--- config.mk ---
export PLATFORM = sky130hd
export DESIGN_NAME = parking_lot_top
export DESIGN_NICKNAME = d
export VERILOG_FILES = /design/src/sonar_pkg.sv /design/src/lot_pkg.sv /design/src/us_tick_gen.sv /design/src/echo_ranger.sv /design/src/occupancy_filter.sv /design/src/parking_spot.sv /design/src/free_space_counter.sv /design/src/parking_lot_top.sv
export SDC_FILE = /design/constraint.sdc
export NUM_CORES = 1
export LEC_CHECK = 0
export BUFFER_PORTS_ARGS = -buffer_cell sky130_fd_sc_hd__buf_2
export CAP_MARGIN = 20
export CORE_MARGIN = 10
export CORE_UTILIZATION = 60
export DETAILED_ROUTE_END_ITERATION = 8
export PLACE_DENSITY_LB_ADDON = 0.2
export SLEW_MARGIN = 20
export SYNTH_ARGS = -nofsm -noshare
export SYNTH_HDL_FRONTEND = slang
export SYNTH_HIERARCHICAL = 1
export SYNTH_SLANG_ARGS = --single-unit
--- constraint.sdc ---
create_clock -name clk -period 8.45 [get_ports clk]
set_clock_uncertainty 0.2 [all_clocks]
set_input_delay 1.69 -clock clk [delete_from_list [all_inputs] [get_ports clk]]
set_output_delay 1.69 -clock clk [all_outputs]
set_load 0.02 [all_outputs]
--- src/sonar_pkg.sv ---
package sonar_pkg;

    //////////////////////////////////////////////////////////////////////
    // clocking
    //////////////////////////////////////////////////////////////////////

    localparam int clks_per_us = 100;  // 100 MHz board clock

    // divider count inside one microsecond
    typedef logic [$clog2(clks_per_us)-1:0] clk_div_t;

    //////////////////////////////////////////////////////////////////////
    // sensor timing
    //////////////////////////////////////////////////////////////////////

    // microseconds, wide enough for the frame gap and any echo
    typedef logic [21:0] us_count_t;

    localparam int trig_us   = 10;  // HC-SR04 wants at least 10 us
    localparam int us_per_cm = 58;  // round trip, sound at ~343 m/s

    // defaults for the top level
    localparam int default_gap_us     = 60000;  // 60 ms lets old echoes die out
    localparam int default_timeout_us = 30000;  // give up on a missing edge

    //////////////////////////////////////////////////////////////////////
    // per-frame measurement
    //////////////////////////////////////////////////////////////////////

    typedef struct packed {
        logic      valid;     // frame ended this cycle
        logic      timeout;   // rise or fall never came
        us_count_t width_us;  // echo high time
    } echo_result_t;

    // ranger sequence, one pass per frame
    typedef enum logic [1:0] {
        rs_idle,       // frame gap
        rs_trig,       // trigger pulse high
        rs_wait_high,  // waiting for echo rise
        rs_measure     // echo high, counting
    } ranger_state_t;

endpackage

--- src/lot_pkg.sv ---
package lot_pkg;

    import sonar_pkg::*;

    //////////////////////////////////////////////////////////////////////
    // lot size
    //////////////////////////////////////////////////////////////////////

    localparam int num_spots = 4;

    typedef logic [2:0] spot_count_t;  // 0 .. num_spots

    //////////////////////////////////////////////////////////////////////
    // occupancy decision
    //////////////////////////////////////////////////////////////////////

    localparam int th_on_cm  = 5;  // closer than this is a car
    localparam int th_off_cm = 7;  // farther than this is empty

    // same thresholds as echo widths, 290 and 406 us
    localparam us_count_t th_on_us  = us_count_t'(th_on_cm * us_per_cm);
    localparam us_count_t th_off_us = us_count_t'(th_off_cm * us_per_cm);

    typedef logic [7:0] db_count_t;  // saturates at all ones

    localparam db_count_t db_on_frames  = 8'd2;  // hits in a row to park
    localparam db_count_t db_off_frames = 8'd2;  // misses in a row to leave

    localparam bit rgb_active_low = 1'b0;  // common cathode lamp

    typedef enum logic [1:0] {
        fc_hit,   // near, below on threshold
        fc_miss,  // far or no echo
        fc_band   // between thresholds, holds state
    } frame_class_t;

    typedef struct packed {
        logic occupied;  // level
        logic park;      // one cycle on 0 -> 1
        logic leave;     // one cycle on 1 -> 0
    } spot_status_t;

endpackage

--- src/us_tick_gen.sv ---
`timescale 1ns/100ps

module us_tick_gen (
    input  logic clk,
    input  logic reset_p,
    output logic tick_us   // high one clk per microsecond
);
    import sonar_pkg::*;

    clk_div_t div_cnt;  // wraps every clks_per_us clocks

    always_ff @(posedge clk or posedge reset_p) begin
        if (reset_p) begin
            div_cnt <= '0;
            tick_us <= 1'b0;
        end else begin
            tick_us <= (div_cnt == clk_div_t'(clks_per_us - 1));  // pulse at wrap
            if (div_cnt == clk_div_t'(clks_per_us - 1)) begin
                div_cnt <= '0;
            end else begin
                div_cnt <= div_cnt + clk_div_t'(1);
            end
        end
    end

endmodule

--- src/echo_ranger.sv ---
`timescale 1ns/100ps

module echo_ranger #(
    parameter int gap_us     = sonar_pkg::default_gap_us,     // idle time between frames
    parameter int timeout_us = sonar_pkg::default_timeout_us  // limit on each echo edge
) (
    input  logic                    clk,
    input  logic                    reset_p,
    input  logic                    tick_us,  // shared microsecond strobe
    input  logic                    echo,     // raw sensor echo, asynchronous
    output logic                    trig,     // sensor trigger
    output sonar_pkg::echo_result_t result    // one word per frame
);
    import sonar_pkg::*;

    //////////////////////////////////////////////////////////////////////
    // echo synchronizer and edge detect
    //////////////////////////////////////////////////////////////////////

    logic echo_meta;  // first stage, may settle late
    logic echo_sync;  // safe to use
    logic echo_last;  // previous echo_sync
    logic echo_rise;
    logic echo_fall;

    always_ff @(posedge clk or posedge reset_p) begin
        if (reset_p) begin
            echo_meta <= 1'b0;
            echo_sync <= 1'b0;
            echo_last <= 1'b0;
        end else begin
            echo_meta <= echo;
            echo_sync <= echo_meta;
            echo_last <= echo_sync;
        end
    end

    assign echo_rise = echo_sync & ~echo_last;
    assign echo_fall = ~echo_sync & echo_last;

    //////////////////////////////////////////////////////////////////////
    // frame FSM
    //////////////////////////////////////////////////////////////////////

    ranger_state_t state;
    ranger_state_t state_nx;
    us_count_t     us_cnt;        // ticks spent in current state
    logic          gap_done;      // last tick of the frame gap
    logic          trig_done;     // last tick of the trigger pulse
    logic          edge_expired;  // waited timeout_us for an edge
    logic          frame_end;
    logic          frame_timeout;

    assign gap_done     = tick_us && (us_cnt == us_count_t'(gap_us - 1));
    assign trig_done    = tick_us && (us_cnt == us_count_t'(trig_us - 1));
    assign edge_expired = tick_us && (us_cnt == us_count_t'(timeout_us - 1));

    always_comb begin
        state_nx = state;
        case (state)
            rs_idle: begin
                if (gap_done) begin
                    state_nx = rs_trig;
                end
            end
            rs_trig: begin
                if (trig_done) begin
                    state_nx = rs_wait_high;
                end
            end
            rs_wait_high: begin
                if (echo_rise) begin
                    state_nx = rs_measure;     // start width count
                end else if (edge_expired) begin
                    state_nx = rs_idle;        // no echo at all
                end
            end
            rs_measure: begin
                if (echo_fall || edge_expired) begin
                    state_nx = rs_idle;        // width done or stuck high
                end
            end
            default: begin
                state_nx = rs_idle;
            end
        endcase
    end

    // frame ends whenever a listening state falls back to idle
    assign frame_end = (state == rs_wait_high || state == rs_measure) &&
                       (state_nx == rs_idle);
    // only a seen fall gives a real width
    assign frame_timeout = !(state == rs_measure && echo_fall);

    always_ff @(posedge clk or posedge reset_p) begin
        if (reset_p) begin
            state  <= rs_idle;
            us_cnt <= '0;
            trig   <= 1'b0;
        end else begin
            state <= state_nx;
            trig  <= (state_nx == rs_trig);  // aligned with the state register
            if (state_nx != state) begin
                us_cnt <= '0;                // fresh count per state
            end else if (tick_us) begin
                us_cnt <= us_cnt + us_count_t'(1);
            end
        end
    end

    //////////////////////////////////////////////////////////////////////
    // result word
    //////////////////////////////////////////////////////////////////////

    logic      res_valid;
    logic      res_timeout;
    us_count_t res_width;

    always_ff @(posedge clk or posedge reset_p) begin
        if (reset_p) begin
            res_valid <= 1'b0;
        end else begin
            res_valid <= frame_end;  // single cycle per frame
        end
    end

    always_ff @(posedge clk) begin
        if (frame_end) begin
            res_timeout <= frame_timeout;
            res_width   <= frame_timeout ? '0 : us_cnt;  // ticks between the edges
        end
    end

    assign result = '{valid: res_valid, timeout: res_timeout, width_us: res_width};

endmodule

--- src/occupancy_filter.sv ---
`timescale 1ns/100ps

module occupancy_filter (
    input  logic                    clk,
    input  logic                    reset_p,
    input  sonar_pkg::echo_result_t result,  // from the ranger, valid one cycle
    output lot_pkg::spot_status_t   status
);
    import lot_pkg::*;

    //////////////////////////////////////////////////////////////////////
    // stage 1, hysteresis classification
    //////////////////////////////////////////////////////////////////////

    frame_class_t cls;
    logic         cls_valid;

    always_ff @(posedge clk or posedge reset_p) begin
        if (reset_p) begin
            cls_valid <= 1'b0;
        end else begin
            cls_valid <= result.valid;
        end
    end

    always_ff @(posedge clk) begin
        if (result.valid) begin
            if (!result.timeout && result.width_us < th_on_us) begin
                cls <= fc_hit;
            end else if (result.timeout || result.width_us > th_off_us) begin
                cls <= fc_miss;   // no echo counts as empty
            end else begin
                cls <= fc_band;
            end
        end
    end

    //////////////////////////////////////////////////////////////////////
    // stage 2, frame debounce
    //////////////////////////////////////////////////////////////////////

    db_count_t hit_cnt;
    db_count_t miss_cnt;
    db_count_t hit_cnt_nx;
    db_count_t miss_cnt_nx;
    logic      occupied;
    logic      occ_nx;
    logic      park;
    logic      leave;

    always_comb begin
        hit_cnt_nx  = hit_cnt;
        miss_cnt_nx = miss_cnt;
        occ_nx      = occupied;
        if (cls_valid) begin
            case (cls)
                fc_hit: begin
                    hit_cnt_nx  = (hit_cnt == '1) ? hit_cnt : hit_cnt + db_count_t'(1);
                    miss_cnt_nx = '0;
                    if (hit_cnt_nx >= db_on_frames) begin
                        occ_nx = 1'b1;
                    end
                end
                fc_miss: begin
                    miss_cnt_nx = (miss_cnt == '1) ? miss_cnt : miss_cnt + db_count_t'(1);
                    hit_cnt_nx  = '0;
                    if (miss_cnt_nx >= db_off_frames) begin
                        occ_nx = 1'b0;
                    end
                end
                default: begin
                    occ_nx = occupied;  // band frame, counts untouched
                end
            endcase
        end
    end

    always_ff @(posedge clk or posedge reset_p) begin
        if (reset_p) begin
            hit_cnt  <= '0;
            miss_cnt <= '0;
            occupied <= 1'b0;  // spot starts free
            park     <= 1'b0;
            leave    <= 1'b0;
        end else begin
            hit_cnt  <= hit_cnt_nx;
            miss_cnt <= miss_cnt_nx;
            occupied <= occ_nx;
            park     <= occ_nx & ~occupied;   // 0 -> 1
            leave    <= ~occ_nx & occupied;   // 1 -> 0
        end
    end

    assign status = '{occupied: occupied, park: park, leave: leave};

endmodule

--- src/parking_spot.sv ---
`timescale 1ns/100ps

module parking_spot #(
    parameter int gap_us     = sonar_pkg::default_gap_us,
    parameter int timeout_us = sonar_pkg::default_timeout_us
) (
    input  logic                  clk,
    input  logic                  reset_p,
    input  logic                  tick_us,   // shared across the lot
    input  logic                  echo,      // sensor echo pin
    output logic                  trig,      // sensor trigger pin
    output lot_pkg::spot_status_t status,
    output logic                  lamp_r,    // on when occupied
    output logic                  lamp_g     // on when free
);
    import sonar_pkg::*;
    import lot_pkg::*;

    echo_result_t result;  // one word per frame

    //////////////////////////////////////////////////////////////////////
    // sensor side
    //////////////////////////////////////////////////////////////////////

    echo_ranger #(
        .gap_us     (gap_us),
        .timeout_us (timeout_us)
    ) u_ranger (
        .clk     (clk),
        .reset_p (reset_p),
        .tick_us (tick_us),
        .echo    (echo),
        .trig    (trig),
        .result  (result)
    );

    // classify + debounce, status 2 cycles after result.valid
    occupancy_filter u_filter (
        .clk     (clk),
        .reset_p (reset_p),
        .result  (result),
        .status  (status)
    );

    //////////////////////////////////////////////////////////////////////
    // lamp
    //////////////////////////////////////////////////////////////////////

    // xor with polarity flips both colors for a common anode part
    assign lamp_r = status.occupied ^ rgb_active_low;
    assign lamp_g = ~status.occupied ^ rgb_active_low;

endmodule

--- src/free_space_counter.sv ---
`timescale 1ns/100ps

module free_space_counter (
    input  logic                                           clk,
    input  logic                                           reset_p,
    input  lot_pkg::spot_status_t [lot_pkg::num_spots-1:0] status,
    output lot_pkg::spot_count_t                           free_count
);
    import lot_pkg::*;

    spot_count_t n_park;   // parks this cycle
    spot_count_t n_leave;  // leaves this cycle

    // several spots may change together, count them all
    always_comb begin
        n_park  = '0;
        n_leave = '0;
        for (int i = 0; i < num_spots; i++) begin
            n_park  = n_park + spot_count_t'(status[i].park);
            n_leave = n_leave + spot_count_t'(status[i].leave);
        end
    end

    always_ff @(posedge clk or posedge reset_p) begin
        if (reset_p) begin
            free_count <= spot_count_t'(num_spots);  // whole lot empty
        end else begin
            free_count <= free_count + n_leave - n_park;
        end
    end

endmodule

--- src/parking_lot_top.sv ---
`timescale 1ns/100ps

module parking_lot_top #(
    parameter int gap_us     = sonar_pkg::default_gap_us,     // frame gap per spot
    parameter int timeout_us = sonar_pkg::default_timeout_us  // echo edge timeout
) (
    input  logic                                           clk,
    input  logic                                           reset_p,
    input  logic                  [lot_pkg::num_spots-1:0] echo,
    output logic                  [lot_pkg::num_spots-1:0] trig,
    output logic                  [lot_pkg::num_spots-1:0] lamp_r,
    output logic                  [lot_pkg::num_spots-1:0] lamp_g,
    output lot_pkg::spot_status_t [lot_pkg::num_spots-1:0] status,
    output lot_pkg::spot_count_t                           free_count
);
    import lot_pkg::*;

    logic tick_us;  // 1 us strobe for every spot

    us_tick_gen u_tick (
        .clk     (clk),
        .reset_p (reset_p),
        .tick_us (tick_us)
    );

    //////////////////////////////////////////////////////////////////////
    // spots, each free running on its own frame
    //////////////////////////////////////////////////////////////////////

    for (genvar i = 0; i < num_spots; i++) begin : g_spot
        parking_spot #(
            .gap_us     (gap_us),
            .timeout_us (timeout_us)
        ) u_spot (
            .clk     (clk),
            .reset_p (reset_p),
            .tick_us (tick_us),
            .echo    (echo[i]),
            .trig    (trig[i]),
            .status  (status[i]),
            .lamp_r  (lamp_r[i]),
            .lamp_g  (lamp_g[i])
        );
    end

    // lot level free count from the park/leave strobes
    free_space_counter u_free (
        .clk        (clk),
        .reset_p    (reset_p),
        .status     (status),
        .free_count (free_count)
    );

endmodule

After elaboration in Yosys (flattened, before gate mapping)
Cells that the tools add are included.
- flip-flop bits (word level): 307
- bits of input ports: 6
- output and inout port bits: 27
- logic and storage cells: 318
- equal/unequal tests: 45
- add/sub/neg operators: 21
- reductions and logical operators: 68
- bitwise gates (word level): 32
- magnitude comparators: 16
- muxes and demuxes: 69
- operators by type and width (cell ; count):
    two-way mux 22 bit ; 8
    one-hot mux 8 bit (2 select lines) ; 8
    adder 22 x 1 -> 22 bit, second input constant ; 4
    == test 22 x 15 -> 1 bit, second input constant ; 4
    == test 22 x 16 -> 1 bit, second input constant ; 4
    == test 22 x 4 -> 1 bit, second input constant ; 4
    > comparator 22 x 9 -> 1 bit, second input constant ; 4
    < comparator 22 x 9 -> 1 bit, second input constant ; 4
    adder 8 x 1 -> 8 bit, second input constant ; 8
    == test 8 bit, second input constant ; 8
    greater-or-equal comparator 8 x 2 -> 1 bit, second input constant ; 8
    two-way mux 8 bit ; 8
    two-way mux 2 bit ; 24
    one-hot mux 2 bit (4 select lines) ; 4
    == test 2 x 1 -> 1 bit, second input constant ; 12
    logical AND 1 bit ; 24
    zero test 2 bit ; 12
    bitwise AND 1 bit ; 16
    == test 2 bit, second input constant ; 8
    inverter 1 bit ; 16
    nonzero test 2 bit ; 8
    adder 3 x 1 -> 3 bit ; 4
    logical OR 1 bit ; 12
    two-way mux 1 bit ; 12
    10 further kinds ; 27

Longest topological paths before layout
- word-level depth: 8
- depth in mapped cells: 11
- depth with buffers taken out: 10

Hierarchy
Netlist, hierarchy kept.
- modules (own cells, without submodules) (module ; area an instance (sq um) ; seq. area each (sq um) ; cells an instance ; times used):
    echo_ranger ; 2487.4 ; 1416.4 ; 230 ; 4
    occupancy_filter ; 1360.1 ; 560.5 ; 157 ; 4
    us_tick_gen ; 365.4 ; 200.2 ; 30 ; 1
    free_space_counter ; 297.8 ; 76.3 ; 28 ; 1
    parking_spot ; 11.3 ; 0.0 ; 2 ; 4

Worst setup path before layout
No wires, ideal clock.
- path type: reg2reg
- from: register g_spot[0].u_spot.u_ranger.us_cnt[0]
- to: register g_spot[0].u_spot.u_ranger.res_timeout, enable pin
- path buffers: 0
- data required time: 7.871 ns
- slack: 5.521 ns
- cell stages (with the launch flop): 6
- arrival time: 2.349 ns
- setup time: 0.379 ns
- cells stage by stage: dfrtp_1 > ha_1 > nand4_1 > or4_1 > a2111oi_0 > a21o_1
- cells in the longest elaborated chain, start to end: 7
- elaborated cells on any way between the ends: 15
- RTL lines (element ; line ; text):
    start, declared ; echo_ranger.sv:47 ; us_count_t us_cnt;
    start signal, assigned ; echo_ranger.sv:106 ; us_cnt <= us_cnt + us_count_t'(1);
    == test 22 x 15 -> 1 bit ; echo_ranger.sv:56 ; assign edge_expired = tick_us && (us_cnt == us_count_t'(timeout_us - 1));
    logical AND 1 bit ; echo_ranger.sv:56 ;
    two-way mux 2 bit or logical OR 1 bit (tied branches) ; echo_ranger.sv:74, echo_ranger.sv:79 ;
    two-way mux 2 bit (on tied branches) ; echo_ranger.sv:72, echo_ranger.sv:79 ;
    one-hot mux 2 bit (4 select lines) * ; echo_ranger.sv:60 ; case (state)
    zero test 2 bit * ; echo_ranger.sv:91 ; (state_nx == rs_idle);
    logical AND 1 bit * ; echo_ranger.sv:90 ; assign frame_end = (state == rs_wait_high || state == rs_measure) &&
    named net g_spot[0].u_spot.u_ranger.frame_end ; echo_ranger.sv:51 ; logic frame_end;
    end signal, assigned ; echo_ranger.sv:129 ; res_timeout <= frame_timeout;
    end, declared ; echo_ranger.sv:116 ; logic res_timeout;
Mark *: on every way through the listed nets, which the timed path passes. The rest lies on a longest branch.
A chain may end at the register's enable or synchronous reset.

Worst setup path in the final report
- from: register u_tick.tick_us
- to: register g_spot[2].u_spot.u_ranger.res_width[11], enable pin
- cells in the longest elaborated chain, start to end: 6
- elaborated cells on any way between the ends: 12
- RTL lines (element ; line ; text):
    start, declared ; us_tick_gen.sv:6 ; output logic tick_us
    start signal, assigned ; us_tick_gen.sv:17 ; tick_us <= (div_cnt == clk_div_t'(clks_per_us - 1));
    logical AND 1 bit ; echo_ranger.sv:56 ;
    two-way mux 2 bit or logical OR 1 bit (tied branches) ; echo_ranger.sv:74, echo_ranger.sv:79 ;
    two-way mux 2 bit (on tied branches) ; echo_ranger.sv:72, echo_ranger.sv:79 ;
    one-hot mux 2 bit (4 select lines) * ; echo_ranger.sv:60 ;
    zero test 2 bit * ; echo_ranger.sv:91 ;
    logical AND 1 bit * ; echo_ranger.sv:90 ;
    named net g_spot[2].u_spot.u_ranger.frame_end ; echo_ranger.sv:51 ;
    end signal, assigned ; echo_ranger.sv:130 ; res_width <= frame_timeout ? '0 : us_cnt;
    end, declared ; echo_ranger.sv:117 ; us_count_t res_width;
Marks and branches as above.

==> metrics.cfg <==
[timing]
fin_crit_sh_pct=41.6
timing.fmax_ghz=0.284
setup_viol=0
rsz0062_at_grt=no
fin_crit_ns=3.52
setup_tns_ns=0
hold_viol_final=0
drv_slew=0
holdWs_ns=0.151
worst_slew_pin_slew_ns=0.982
slew_headroom_pct=34.4

[floorplan]
die_w_um=184
die-area_um2=33800
coreArea_um2=26200
dieHeight_um=184
pin_count=33
row_count=59
start_util_pct=61.4

[route]
met3_length_mm=1.80
routed_wl_mm=32.9
wl_met1_mm=14.8
drtIter0Drc=1160
vias=12300
drc=0
route.met2.wl_mm=15.5
wire_per_inst_um=16.8
drt-vias-per-instance=6.29
drt_pass1_iterations=6
top_layer=met4
final_antenna_net_count=0

[logic_synthesis]
synth_top_area_cell=dfrtp_1
syn_area_per_cell_um2=9.97
ys_ff_latch=307
synthDistinctLibCells=66
synth.most_common_cell=dfrtp_1
synth_top_area_share_pct=32.0
syn-instance-count=1614
ys.flop_type=dfrtp_1
synth_area_um2=16100
yosysSeqAreaShare_pct=50.8
yosysWarnings=6
syn-num-nets=1644
async_reset_ff_share_pct=67.4
synth-edff-count=100
yosys-top-cells-area=dfrtp_1, edfxtp_1, and2_1
yosys-top-cells-count=dfrtp_1, nand2_1, a21oi_1, edfxtp_1, o21ai_0

[global_route]
antenna_found_initial=0
grt-ovfl-total=0
grt_first_pass_wirelength_mm=56.0
grt_max_degree=30
grtUsageTotal_pct=19.5
grt_pass1_vias=11600

[clock_network]
cts.reportedPaths.clkPinSlew_ns=0.06
numCtsBuffers=34
cts_resized=0
cts_tree=done
htree_num_levels=2
cts_root_buffer=clkbuf_16
cts_sinks=307
cts_buffer_depth=3
clkLatencyLatePin_ns=0.51
hold_buffers=0
postCtsSetupRepairBufs=0

[critical_path]
reg2reg_slack_ns=4.93
crit_fanout=24
r2r_end=g_spot[2].u_spot/u_ranger/res_width[11]$_SDFFCE_PN0P_
cp_cell_sequence=buf_4, nor2b_1, nand4_1, a2111oi_0, a21o_1
required_ns=8.38
cpMaxStageDelayCell=dfrtp_1
r2r-start=u_tick/tick_us$_DFF_PP0_
crit_arrival_ns=3.45
ff2ff_path_depth=5
end_kind=flop
startpoint_type=flop
worstSetupPathType=reg -> reg
critical_path.max_stage_delay_ns=0.77

[status]
outcome=completed

[power]
leakage_nw=6.59
peakVddDrop_mv=0.137
power_density_nw_per_um2=173

[hold_path]
min_from=g_spot[2].u_spot/u_ranger/echo_meta$_DFF_PP0_
hold_depth=0
hp-class=reg -> reg
min_to=g_spot[2].u_spot/u_ranger/echo_sync$_DFF_PP0_

[finish]
syn2layout_area_growth_pct=7.69
final_cells=1959
nets=1628
drive_above_1_share_pct=8.81
num_antenna_cells=0

[job]
cap_viol_max_count=0

[place]
dp.cells=1897
post-dp-hpwl_mm=22.2
gp_congestion=0.898
port_buffers=32

-- logic make-up after synthesis --
kind of cell    Yosys count  share of synthesized area, %
compound gates          398                          15.9
xor+xnor                 54                          3.02
fa+ha+maj                24                          2.10
buf+inv                 180                          5.13
flops                   307                          50.8
mux                      17                          1.06
simple gates            634                          21.9
-- state kept, by name, summed over array words and instances (netlist names), 7 cells and up --
| register | cells |
|---|---|
| u_tick/div_cnt | 7 |
| g_spot.u_spot/u_ranger/us_cnt | 88 |
| g_spot.u_spot/u_ranger/res_width | 88 |
| g_spot.u_spot/u_filter/hit_cnt | 32 |
| g_spot.u_spot/u_filter/miss_cnt | 32 |
| g_spot.u_spot/u_filter/cls | 8 |
| g_spot.u_spot/u_ranger/state | 8 |
-- cell type report --
cell class	count	area, µm²
tap	335	419
sequential	307	8180
timing repair buffer	36	190
multi-input combinational	1127	7090
clock buffer	47	993
inverter	92	345
fill	2062	8870
clock inverter	15	115
-- critical path: cells and delay by family, from the launching register on --
kind	cells	cell delay, ns
buffers and inverters	1	0.37
flip-flops	1	0.77
AO/OA/AOI/OAI	2	1.39
AND/OR/NAND/NOR	2	0.39
-- per-stage QoR --
step                      setup slack, ns  area (µm²)  total power [W]  utilization (%)
after floorplan                      5.52       16100          0.00158                -
after CTS                            4.94       17300          0.00304             66.1
after global routing                 4.73       17300          0.00310             66.1
after global placement               5.09       16200          0.00159             61.9
after detailed placement             4.95       16200          0.00159             61.9
final                                4.93       17300          0.00300             66.1
-- worst max path at each step --
| stage | start | endpoint | depth (start not counted) | slack, ns |
|---|---|---|---|---|
| after floorplan | g_spot[0].u_spot/u_ranger/us_cnt[0]$_DFFE_PP0P_ | g_spot[0].u_spot/u_ranger/res_timeout$_DFFE_PP_ | 5 | 5.52 |
| after global placement | u_tick/tick_us$_DFF_PP0_ | g_spot[1].u_spot/u_ranger/res_width[6]$_SDFFCE_PN0P_ | 5 | 5.09 |
| after detailed placement | u_tick/tick_us$_DFF_PP0_ | g_spot[2].u_spot/u_ranger/res_width[9]$_SDFFCE_PN0P_ | 5 | 4.95 |
| after CTS | u_tick/tick_us$_DFF_PP0_ | g_spot[2].u_spot/u_ranger/res_width[11]$_SDFFCE_PN0P_ | 5 | 4.94 |
| after global routing | u_tick/tick_us$_DFF_PP0_ | g_spot[2].u_spot/u_ranger/res_width[11]$_SDFFCE_PN0P_ | 5 | 4.73 |
| final | u_tick/tick_us$_DFF_PP0_ | g_spot[2].u_spot/u_ranger/res_width[11]$_SDFFCE_PN0P_ | 5 | 4.93 |
-- where the power goes --
group / switching (W) / internal, W / leakage [nW] / total, W
sequential: 0.00000241 / 0.00153 / 3.57 / 0.00153
clock: 0.000581 / 0.000858 / 0.537 / 0.00144
combinational: 0.0000251 / 0.00000371 / 2.48 / 0.0000288
total: 0.000608 / 0.00239 / 6.59 / 0.00300
-- layer usage --
metal | GRT usage [%] | vias up
met5 | 0 | -
met4 | 6.42 | 0
met3 | 2.91 | 64
met2 | 31.5 | 397
met1 | 26.4 | 5938
li1 | - | 5927
-- layout by cell type, fill, tap and decap left out, types with 9 or more instances in the layout --
cell / Yosys / routed
and3_1: 16 / 16
or4_1: 24 / 24
edfxtp_1: 100 / 100
o22ai_1: 16 / 16
nor2b_1: 16 / 16
o31ai_1: 24 / 24
nor2_1: 89 / 89
o21ai_0: 100 / 100
buf_2: 20 / 32
nand3_1: 51 / 51
dfrtp_1: 206 / 206
nand4_1: 45 / 45
xor2_1: 9 / 9
clkbuf_16: 0 / 37
and2_1: 89 / 89
nand2_1: 118 / 118
a21oi_1: 100 / 100
or3_1: 36 / 36
mux2i_1: 17 / 17
a41oi_1: 16 / 16
ha_1: 19 / 19
nor4_1: 28 / 28
inv_1: 88 / 84
nor3_1: 52 / 52
a31oi_1: 26 / 26
xnor2_1: 44 / 44
a22oi_1: 36 / 36
Power figures use the tool's default switching activity.
